### src/fadePkg.sv
// --------------------
// Fade overlay shared types
// Pixel word, control word, host write union and register map
// --------------------
package fadePkg;

	// Top of the 4-bit alpha field
	localparam logic [3:0] ALPHA_MAX = 4'd15;

	// --------------------
	// Pixel word, ARGB 4:4:4:4
	typedef struct packed {
		logic [3:0] alpha;    // Overlay weight, 0 transparent
		logic [3:0] red;
		logic [3:0] green;
		logic [3:0] blue;
	} argb_t;

	// --------------------
	// Fade control word
	typedef struct packed {
		logic [5:0] reserved;    // Kept for readback only
		logic       sceneRst;    // Hold overlay at programmed color
		logic       subEn;       // Fade toward alpha 0
		logic       addEn;       // Fade toward alpha 15, wins over subEn
		logic [6:0] frameTiming; // Frames per step minus one
	} fadeCtrl_t;

	// Host write word, view picked by address
	typedef union packed {
		argb_t     color;
		fadeCtrl_t ctrl;
	} csrData_u;

	// Register map
	typedef enum logic [1:0] {
		ADDR_COLOR  = 2'd0,
		ADDR_CTRL   = 2'd1,
		ADDR_STATUS = 2'd2     // Read only, {alphaMin, alphaMax}
	} csrAddr_e;

endpackage
### src/fadeTop.sv
// --------------------
// Fade overlay top
// Register block, frame counter, fade generator and blender
// --------------------
`timescale 1ns/1ps

module fadeTop #(
	parameter int pHActive = 8,    // Pixels per line
	parameter int pVActive = 4     // Lines per frame
)(
	input  logic              iCLK,
	input  logic              rstN,
	// Host port
	input  logic              iCsrWe,
	input  fadePkg::csrAddr_e iCsrAddr,
	input  fadePkg::csrData_u iCsrWdata,
	output logic [15:0]       oCsrRdata,
	// Pixel stream
	input  logic              iSrcValid,
	input  fadePkg::argb_t    iSrcPixel,
	output logic              oValid,
	output fadePkg::argb_t    oPixel
);

	import fadePkg::*;

	argb_t     sceneColor;    // CSR to generator
	fadeCtrl_t sceneCtrl;
	argb_t     scenePixel;    // Generator to blender
	logic      alphaMax;      // Status back to CSR
	logic      alphaMin;
	logic      frameEnd;

	// --------------------
	fadeCsr i_fadeCsr (
		.iCLK       (iCLK),
		.rstN       (rstN),
		.csrWe      (iCsrWe),
		.csrAddr    (iCsrAddr),
		.csrWdata   (iCsrWdata),
		.csrRdata   (oCsrRdata),
		.alphaMax   (alphaMax),
		.alphaMin   (alphaMin),
		.sceneColor (sceneColor),
		.sceneCtrl  (sceneCtrl)
	);

	// Frame end from the source stream
	frameCounter #(
		.pHActive (pHActive),
		.pVActive (pVActive)
	) i_frameCounter (
		.iCLK     (iCLK),
		.rstN     (rstN),
		.srcValid (iSrcValid),
		.frameEnd (frameEnd)
	);

	sceneChange i_sceneChange (
		.iCLK       (iCLK),
		.rstN       (rstN),
		.frameEnd   (frameEnd),
		.sceneColor (sceneColor),
		.sceneCtrl  (sceneCtrl),
		.scenePixel (scenePixel),
		.alphaMax   (alphaMax),
		.alphaMin   (alphaMin)
	);

	// Overlay over source, 2 cycles
	alphaBlend i_alphaBlend (
		.iCLK       (iCLK),
		.rstN       (rstN),
		.srcValid   (iSrcValid),
		.srcPixel   (iSrcPixel),
		.scenePixel (scenePixel),
		.outValid   (oValid),
		.outPixel   (oPixel)
	);

endmodule

### src/alphaBlend.sv
// --------------------
// Alpha blender
// Two-stage pipe computing (a*scene + (15-a)*src) >> 4 per channel
// --------------------
`timescale 1ns/1ps

module alphaBlend (
	input  logic           iCLK,
	input  logic           rstN,
	input  logic           srcValid,     // Source pixel strobe
	input  fadePkg::argb_t srcPixel,
	input  fadePkg::argb_t scenePixel,   // Overlay whose alpha is the weight
	output logic           outValid,     // srcValid delayed by 2
	output fadePkg::argb_t outPixel
);

	import fadePkg::*;

	logic [3:0]      alphaInv;     // 15 - a
	logic [2:0][3:0] sceneCh;      // {red, green, blue}
	logic [2:0][3:0] srcCh;
	logic [2:0][7:0] sceneProd;    // Stage 1 product a * scene
	logic [2:0][7:0] srcProd;      // Stage 1 product (15-a) * src
	logic [2:0][7:0] chSum;        // At most 225 so 8 bits suffice
	logic [2:0][3:0] blendCh;      // Sum >> 4
	logic [1:0]      validPipe;

	assign alphaInv = ALPHA_MAX - scenePixel.alpha;
	assign sceneCh  = {scenePixel.red, scenePixel.green, scenePixel.blue};
	assign srcCh    = {srcPixel.red, srcPixel.green, srcPixel.blue};

	// --------------------
	// Stage 1 per-channel products
	always_ff @(posedge iCLK or negedge rstN)
	begin
		if (!rstN)
		begin
			sceneProd <= '0;
			srcProd   <= '0;
		end
		else
		begin
			for (int i = 0; i < 3; i++)
			begin
				sceneProd[i] <= scenePixel.alpha * sceneCh[i];
				srcProd[i]   <= alphaInv * srcCh[i];
			end
		end
	end

	// Sum and scale
	always_comb
	begin
		for (int i = 0; i < 3; i++)
		begin
			chSum[i]   = sceneProd[i] + srcProd[i];
			blendCh[i] = chSum[i][7:4];
		end
	end

	// --------------------
	// Stage 2 output with opaque alpha
	always_ff @(posedge iCLK or negedge rstN)
	begin
		if (!rstN)
			outPixel <= '0;
		else
			outPixel <= {ALPHA_MAX, blendCh};
	end

	// Strobe travels beside the data
	always_ff @(posedge iCLK or negedge rstN)
	begin
		if (!rstN)
			validPipe <= '0;
		else
			validPipe <= {validPipe[0], srcValid};
	end

	assign outValid = validPipe[1];

endmodule

### src/sceneChange.sv
// --------------------
// Fade generator
// Steps the overlay alpha by one every frameTiming+1 frames,
// up or down, and flags the ends of the fade
// --------------------
`timescale 1ns/1ps

module sceneChange (
	input  logic               iCLK,
	input  logic               rstN,
	input  logic               frameEnd,     // Pulse on last pixel of frame
	input  fadePkg::argb_t     sceneColor,   // Programmed overlay color
	input  fadePkg::fadeCtrl_t sceneCtrl,
	output fadePkg::argb_t     scenePixel,   // Overlay pixel to the blender
	output logic               alphaMax,     // Fade in done
	output logic               alphaMin      // Fade out done
);

	import fadePkg::*;

	logic [6:0] frameCnt;     // Frames since last step
	logic       fadeRun;      // Either direction enabled
	logic       fadeUp;       // Add wins over sub
	logic       fadeDown;
	logic       stepEn;       // Count reached frameTiming
	logic       stepNow;      // Step on this frame end
	logic       atMax;
	logic       atMin;

	// --------------------
	// Direction decode, reset has priority over add, add over sub
	assign fadeRun  = !sceneCtrl.sceneRst && (sceneCtrl.addEn || sceneCtrl.subEn);
	assign fadeUp   = !sceneCtrl.sceneRst && sceneCtrl.addEn;
	assign fadeDown = !sceneCtrl.sceneRst && !sceneCtrl.addEn && sceneCtrl.subEn;

	assign stepEn  = (frameCnt == sceneCtrl.frameTiming);
	assign stepNow = frameEnd && fadeRun && stepEn;

	assign atMax = (scenePixel.alpha == ALPHA_MAX);
	assign atMin = (scenePixel.alpha == 4'd0);

	// Frame counter
	always_ff @(posedge iCLK or negedge rstN)
	begin
		if (!rstN)
			frameCnt <= '0;
		else if (sceneCtrl.sceneRst)
			frameCnt <= '0;                    // Held clear during reset
		else if (frameEnd && fadeRun)
		begin
			if (stepEn)
				frameCnt <= '0;                // Step frame, restart count
			else
				frameCnt <= frameCnt + 1'b1;
		end
	end

	// --------------------
	// Alpha step, saturating at both ends
	always_ff @(posedge iCLK or negedge rstN)
	begin
		if (!rstN)
			scenePixel.alpha <= '0;
		else if (sceneCtrl.sceneRst)
			scenePixel.alpha <= sceneColor.alpha;  // Load every cycle
		else if (stepNow)
		begin
			if (fadeUp && !atMax)
				scenePixel.alpha <= scenePixel.alpha + 1'b1;
			else if (fadeDown && !atMin)
				scenePixel.alpha <= scenePixel.alpha - 1'b1;
		end
	end

	// Color fields never step, they keep the programmed color
	always_ff @(posedge iCLK or negedge rstN)
	begin
		if (!rstN)
		begin
			scenePixel.red   <= '0;
			scenePixel.green <= '0;
			scenePixel.blue  <= '0;
		end
		else
		begin
			scenePixel.red   <= sceneColor.red;
			scenePixel.green <= sceneColor.green;
			scenePixel.blue  <= sceneColor.blue;
		end
	end

	// --------------------
	// End flags, one cycle behind the alpha value
	// Only raised in the running direction
	always_ff @(posedge iCLK or negedge rstN)
	begin
		if (!rstN)
		begin
			alphaMax <= 1'b0;
			alphaMin <= 1'b0;
		end
		else
		begin
			alphaMax <= fadeUp && atMax;
			alphaMin <= fadeDown && atMin;
		end
	end

endmodule

### src/fadeCsr.sv
// --------------------
// Fade register block
// Holds overlay color and control word for the host,
// returns color, control or status one cycle after the address
// --------------------
`timescale 1ns/1ps

module fadeCsr (
	input  logic               iCLK,
	input  logic               rstN,
	input  logic               csrWe,       // One-cycle write strobe
	input  fadePkg::csrAddr_e  csrAddr,     // Shared by read and write
	input  fadePkg::csrData_u  csrWdata,
	output logic [15:0]        csrRdata,    // Registered read data
	input  logic               alphaMax,    // Live flags from fade generator
	input  logic               alphaMin,
	output fadePkg::argb_t     sceneColor,
	output fadePkg::fadeCtrl_t sceneCtrl
);

	import fadePkg::*;

	logic        colorWe;      // Write hits color register
	logic        ctrlWe;       // Write hits control register
	logic [15:0] statusWord;   // Flags as seen by the host
	logic [15:0] rdNext;       // Read mux output

	// --------------------
	// Write decode
	// Status address decodes to nothing
	assign colorWe = csrWe && (csrAddr == ADDR_COLOR);
	assign ctrlWe  = csrWe && (csrAddr == ADDR_CTRL);

	// Color view of the write word
	always_ff @(posedge iCLK or negedge rstN)
	begin
		if (!rstN)
			sceneColor <= '0;
		else if (colorWe)
			sceneColor <= csrWdata.color;
	end

	// Control view of the write word
	always_ff @(posedge iCLK or negedge rstN)
	begin
		if (!rstN)
			sceneCtrl <= '0;
		else if (ctrlWe)
			sceneCtrl <= csrWdata.ctrl;   // Reserved bits kept as written
	end

	// --------------------
	// Read path
	assign statusWord = {14'd0, alphaMin, alphaMax};

	always_comb
	begin
		case (csrAddr)
			ADDR_COLOR:  rdNext = sceneColor;
			ADDR_CTRL:   rdNext = sceneCtrl;
			ADDR_STATUS: rdNext = statusWord;
			default:     rdNext = '0;       // Unmapped address
		endcase
	end

	// Address sampled every cycle, data one cycle later
	always_ff @(posedge iCLK or negedge rstN)
	begin
		if (!rstN)
			csrRdata <= '0;
		else
			csrRdata <= rdNext;
	end

endmodule

### src/frameCounter.sv
// --------------------
// Frame counter
// Tracks pixel position in the source stream and
// pulses frameEnd on the last valid pixel of a frame
// --------------------
`timescale 1ns/1ps

module frameCounter #(
	parameter int pHActive = 8,    // Pixels per line
	parameter int pVActive = 4     // Lines per frame
)(
	input  logic iCLK,
	input  logic rstN,
	input  logic srcValid,         // One strobe per source pixel
	output logic frameEnd          // High with the last pixel of the frame
);

	// Counter widths, at least one bit each
	localparam int cColW = (pHActive > 1) ? $clog2(pHActive) : 1;
	localparam int cRowW = (pVActive > 1) ? $clog2(pVActive) : 1;

	localparam logic [cColW-1:0] cColLast = cColW'(pHActive - 1);
	localparam logic [cRowW-1:0] cRowLast = cRowW'(pVActive - 1);

	logic [cColW-1:0] colCnt;      // Pixel within line
	logic [cRowW-1:0] rowCnt;      // Line within frame
	logic             lineLast;    // Column at line end
	logic             rowLast;     // Row at frame end

	assign lineLast = (colCnt == cColLast);
	assign rowLast  = (rowCnt == cRowLast);

	// --------------------
	// Column counter
	always_ff @(posedge iCLK or negedge rstN)
	begin
		if (!rstN)
			colCnt <= '0;
		else if (srcValid)
		begin
			if (lineLast)
				colCnt <= '0;              // Wrap at line end
			else
				colCnt <= colCnt + 1'b1;
		end
	end

	// Line counter, moves on the last pixel of each line
	always_ff @(posedge iCLK or negedge rstN)
	begin
		if (!rstN)
			rowCnt <= '0;
		else if (srcValid && lineLast)
		begin
			if (rowLast)
				rowCnt <= '0;              // Wrap at frame end
			else
				rowCnt <= rowCnt + 1'b1;
		end
	end

	// --------------------
	// Same cycle as the last strobe, no added latency
	assign frameEnd = srcValid && lineLast && rowLast;

endmodule

### config.mk
export PLATFORM = sky130hd
export DESIGN_NAME = fadeTop
export DESIGN_NICKNAME = d
export VERILOG_FILES = /design/src/fadePkg.sv /design/src/fadeTop.sv /design/src/alphaBlend.sv /design/src/sceneChange.sv /design/src/fadeCsr.sv /design/src/frameCounter.sv
export SDC_FILE = /design/constraint.sdc
export NUM_CORES = 1
export LEC_CHECK = 0
export ABC_AREA = 1
export BUFFER_PORTS_ARGS = -buffer_cell sky130_fd_sc_hd__clkbuf_2
export CELL_PAD_IN_SITES_DETAIL_PLACEMENT = 2
export CELL_PAD_IN_SITES_GLOBAL_PLACEMENT = 2
export CORE_UTILIZATION = 38
export CTS_BUF_LIST = sky130_fd_sc_hd__clkbuf_4
export DETAILED_ROUTE_END_ITERATION = 10
export PLACE_DENSITY_LB_ADDON = 0.1
export SYNTH_ARGS = -nofsm -noshare
export SYNTH_HDL_FRONTEND = slang
export SYNTH_HIERARCHICAL = 1
export SYNTH_SLANG_ARGS = --single-unit
export TNS_END_PERCENT = 10
### constraint.sdc
create_clock -name iCLK -period 3.4 [get_ports iCLK]
set_clock_uncertainty 0.05 [all_clocks]
set_input_delay 0 -clock iCLK [delete_from_list [all_inputs] [get_ports iCLK]]
set_output_delay 0 -clock iCLK [all_outputs]
set_load 0.02 [all_outputs]
## After elaboration in Yosys (flattened, before gate mapping)

Cells that the tools add are included.

| storage, ports and cells | value |
|---|---|
| bits in registers | 141 |
| word-level logic and storage cells | 86 |

| cells by class | value |
|---|---|
| add/subtract/negate cells | 9 |
| multipliers | 6 |
| equal/unequal tests | 6 |
| muxes and demuxes | 10 |
| reductions and logical operators | 25 |

Operator list:

| operator | number |
|---|---|
| 4-bit by 4-bit multiplier with 8-bit output | 6 |
| 16-bit case mux with 3 select lines | 1 |
| 8-bit adder | 3 |
| 7-bit two-way mux | 3 |
| 4-bit two-way mux | 4 |
| 1-bit logical AND | 14 |
| 7-bit by 1-bit adder with 7-bit output (second input constant) | 1 |
| 7-bit == test | 1 |
| 4-bit by 1-bit adder with 4-bit output (second input constant) | 1 |
| 2-bit == test (second input constant) | 2 |
| 4-bit == test (second input constant) | 1 |
| 1-bit logical NOT | 4 |
| 4-bit logical NOT | 1 |
| 2-bit nonzero test | 2 |
| 4-bit by 1-bit subtractor with 4-bit output (second input constant) | 1 |
| 4-bit subtractor (first input constant) | 1 |
| 3-bit by 1-bit adder with 3-bit output (second input constant) | 1 |
| 3-bit == test (second input constant) | 1 |
| 3-bit two-way mux | 1 |
| 3-bit nonzero test | 1 |
| 2-bit by 1-bit adder with 2-bit output (second input constant) | 1 |
| 2-bit by 1-bit == test with 1-bit output (second input constant) | 1 |
| 2-bit logical NOT | 1 |
| 2-bit two-way mux | 1 |
| other kinds (2) | 2 |

## Logic depth before layout (Yosys ltp)

| logic depth | value |
|---|---|
| depth in word-level cells | 8 |
| gate-level depth with buffers | 15 |
| gate-level depth less buffers | 14 |

## Cells and area by module

The synthesis kept the hierarchy.

By module, submodules not included:

| module | times used | cells each | area each (um^2) | sequential area each (um^2) |
|---|---|---|---|---|
| alphaBlend | 1 | 698 | 5331.4 | 1576.5 |
| fadeCsr | 1 | 215 | 1970.6 | 1201.2 |
| sceneChange | 1 | 148 | 1271.2 | 625.6 |
| frameCounter | 1 | 30 | 249.0 | 125.1 |

## Worst setup path after synthesis

Ideal clock, no wire load.

| path | value |
|---|---|
| path type | register -> register |
| start point | register, netlist name i_sceneChange/scenePixel[13] |
| end point | register i_alphaBlend/srcProd[6] (netlist name) |
| setup time | 0.121 ns |
| arrival time | 2.775 ns |
| data required time | 3.229 ns |
| slack | 0.454 ns |
| stages on the path, launching flop included | 15 |
| cell sequence | dfrtp_1 buf_2 inv_1 nand2_1 fa_1 inv_1 fa_1 inv_1 fa_1 inv_1 nand2_1 a21oi_1 nor2_1 nand2_1 nand2_1 |

| on the way | value |
|---|---|
| cells in the longest elaborated chain, start to end | 2 |

RTL lines:

| item | RTL line | source |
|---|---|---|
| 4-bit subtractor | alphaBlend.sv:28 | `assign alphaInv = ALPHA_MAX - scenePixel.alpha;` |
| 4-bit by 4-bit multiplier with 8-bit output | alphaBlend.sv:46 | `srcProd[i] <= alphaInv * srcCh[i];` |
| to (signal, indexed assignment) | alphaBlend.sv:46 |  |
| to (decl) | alphaBlend.sv:23 | `logic [2:0][7:0] srcProd;` |

No other way between the ends.
A chain may end at the register's enable or synchronous reset.

## Final worst setup path

| path | value |
|---|---|
| start point | register, netlist name i_sceneChange/scenePixel[13] |
| end point | register i_alphaBlend/sceneProd[14] (netlist name) |

| on the way | value |
|---|---|
| cells in the longest elaborated chain, start to end | 1 |

RTL lines:

| item | RTL line | source |
|---|---|---|
| 4-bit by 4-bit multiplier with 8-bit output | alphaBlend.sv:45 | `sceneProd[i] <= scenePixel.alpha * sceneCh[i];` |
| to (signal, indexed assignment) | alphaBlend.sv:45 |  |
| to (decl) | alphaBlend.sv:22 | `logic [2:0][7:0] sceneProd;` |

No other way between the ends.

==> out/qor.txt <==
Placed cell count = 1,427
Die ar. = 0.02383 mm²
PortBufs = 66
Final setup fails = 0
Critical path type = reg2reg
Post-route DRC = 0
Syn_area_per_cell = 8.086 µm²
I/O pin count = 71
CTS Buffer Depth = 2
WL/cell = 15.85 µm
Status = finished, violations left
Startpoint types = flop
Vias in the first global route = 8,195
Post-synthesis net count = 1,250
Clock transition at the registers of the reported paths = 0.14 ns
Routed via count = 7,323
Postcts setup bufs = 0
CTS Sinks = 141
Crit-path max FO = 13
Initial antenna violation count = 1
Worst path required time = 3.83 ns
Worst Tran Pin Value = 0.8751 ns
Final hold vios = 5
Yosys synthesis warning count = 6
Crit path time final = 2.991 ns
Synthesized area = 0.008822 mm²
Iter 0 DRT Violations = 156
Post-synth EDFFs = 0
Die H = 154.4 µm
Cell Rows = 55
DR vias/cell = 4.898
Setup Total Neg Slack = 0 ns
Max-slew violations = 0
Area delta synth->final = 14.11%
Core area = 0.02271 mm²
Post-DP HPWL = 17,860 µm
Sequential fraction of the synthesis area = 39.99%
Largest net degree at the start of global routing = 87
Number of synthesized register bits = 141
Synth Area in Simple Gates = 25.74%
Worst-Skew Late Latency = 0.59 ns
Die span in x = 154.4 µm
Hold slack = -0.01037 ns
Async SR Flop Fraction = 100.0%
Routed WL = 23,700 µm
Detail Route Antenna Nets = 0
Slew headroom = 41.66%
First-pass GRT wire length = 40,340 µm
Violated checks = hold timing
PD cells = 741.3 mW/mm²
Final #Nets = 1,355
Synth Flop Type = dfrtp_1
Largest family of logic cells by synthesized area = simple AND/OR/NAND/NOR gates
Leak Pwr = 6.060 nW
Critical Path AT = 3.42 ns
Grt total ovfl = 0
MaxCap Viol Count = 0
XOR/XNOR Fraction of Synth Area = 2.383%
TritonCTS clock tree = built
Final Cycle Share = 87.98%
HP Class = in2async
All-Layer GR Usage = 21.62%
F_max = 334.3 MHz
Post-Syn Instances = 1,091
CTS buffer count = 17
Multiplexer share of the synthesized area = 0%
FF-to-FF setup slack = 0.41 ns
H-tree levels = 4
Synth Area in Adders = 19.29%
CP endpoint kind = flop
Compound-Gate Fraction of Synth Area = 2.524%
Initial core utilization = 38.85%
Resized Gates After CTS = 0
RSZ-0062 raised after global routing = false
Reg2Reg Depth = 11
Layout Cells excl Fill = 1,495
Cts hold-fix bufs = 35
Root buf cell = clkbuf_4
TritonRoute pass-1 iters = 4
Layout cells sized above 1 = 10.50%
Post-synthesis cell type count = 36
Maximum VDD drop = 0.2006 mV
Final Wtd Congestion = 0.7739
report_power, final:
part           internal (W)  leakage (nW)  switching [W]  total (W)
clock network      0.000328         0.147       0.000758    0.00109
registers           0.00215          1.79       0.000280    0.00243
logic               0.00151          4.13        0.00243    0.00394
cell families (layout without fill, tap and decap cells):
kind of cell	after synthesis	after routing
adder cells (fa/ha/maj)	121	121
AO/OA/AOI/OAI	41	41
flip-flops	141	141
other	1	2
AND/OR/NAND/NOR	548	548
XOR/XNOR	24	24
buffers and inverters	215	333
synthesized netlist by cell type, types with 2 or more instances:
cell type / n / share of area, %
a21oi_1: 24 / 1.4
xor2_1: 10 / 0.99
inv_2: 3 / 0.13
nand2_2: 2 / 0.14
nand2_4: 2 / 0.26
nand3b_1: 3 / 0.26
o21bai_1: 2 / 0.17
nand2_1: 384 / 16
nand3_1: 75 / 4.3
buf_4: 4 / 0.34
nor2_1: 52 / 2.2
clkbuf_1: 2 / 0.085
o22ai_1: 2 / 0.14
nand4_1: 19 / 1.3
ha_1: 96 / 14
buf_6: 4 / 0.51
o21ai_0: 10 / 0.57
nor2_4: 2 / 0.26
xnor2_1: 14 / 1.4
dfrtp_1: 141 / 40
inv_1: 182 / 7.7
nor3_1: 3 / 0.17
fa_1: 25 / 5.7
buf_2: 18 / 1.0
critical path: stages, from the launching register on:
cell	delay (ns)
dfrtp_1	0.40
buf_4	0.23
nand2_1	0.10
fa_1	0.50
inv_1	0.05
fa_1	0.58
inv_1	0.07
fa_1	0.47
o21ai_0	0.19
nand2_1	0.10
nand3_1	0.08
nand2_1	0.05
area by class of cell:
class	instances	area, µm²
diodes	1	2.502
flip-flops and latches	141	3528
well taps	285	356.6
fillers	2621	12640
inverters	186	698.2
repair buffers	115	804.5
clock buffers	17	127.6
clock inverters	15	140.1
multi-input cells	735	4409
through the flow:
stage	worst slack (ns)	cell area [µm²]	utilization, %	power, W	hold WS [ns]
final	0.4087	10070	44.33	0.007463	-0.01037
after detailed placement	0.3842	9447	41.60	0.006455	0.1011
after floorplan	0.4537	8822	-	0.005242	-0.3456
after global routing	0.2169	10070	44.33	0.008296	0.03944
after global placement	0.4617	9447	41.60	0.006194	0.09463
after CTS	0.3723	10060	44.32	0.007645	0.002631
worst paths after layout:
check / end / start
max reg2reg: i_alphaBlend/sceneProd[14] / i_sceneChange/scenePixel[13]
max in group asynchronous: i_alphaBlend/srcProd[12] / rstN
min: i_sceneChange/scenePixel[8] / rstN
min in group iCLK: i_alphaBlend/srcProd[18] / iSrcPixel[10]
max: i_alphaBlend/sceneProd[14] / i_sceneChange/scenePixel[13]
min reg2reg: i_alphaBlend/validPipe[1] / i_alphaBlend/validPipe[0]
per-layer routing:
metal / vias to the layer above / share of wire (%) / track usage, %
met3: 20 / 1.9 / 3.362
met2: 76 / 52 / 40.04
met1: 3661 / 45 / 26.15
met4: 0 / 1.1 / 5.233
li1: 3566 / - / -
met5: - / 0 / 0
sequential cells by signal (all words and copies together) (netlist names), 2 cells and up:
name,count
i_fadeCsr/sceneColor,16
i_alphaBlend/validPipe,2
i_frameCounter/rowCnt,2
i_alphaBlend/sceneProd,24
i_sceneChange/scenePixel,16
i_fadeCsr/csrRdata,16
i_fadeCsr/sceneCtrl,16
i_sceneChange/frameCnt,7
i_alphaBlend/outPixel,13
i_alphaBlend/srcProd,24
i_frameCounter/colCnt,3
placed cells by master (no fill, tap or decap), types with 13 or more instances in the layout:
| master | synthesis | layout |
|---|---|---|
| clkbuf_4 | 0 | 17 |
| ha_1 | 96 | 96 |
| dlygate4sd3_1 | 0 | 35 |
| nor2_1 | 52 | 52 |
| inv_1 | 182 | 182 |
| nand2_1 | 384 | 384 |
| fa_1 | 25 | 25 |
| nand3_1 | 75 | 75 |
| xnor2_1 | 14 | 14 |
| buf_4 | 4 | 13 |
| nand4_1 | 19 | 19 |
| dfrtp_1 | 141 | 141 |
| a21oi_1 | 24 | 24 |
| clkbuf_2 | 0 | 65 |
(Power assumes the default switching activity.)
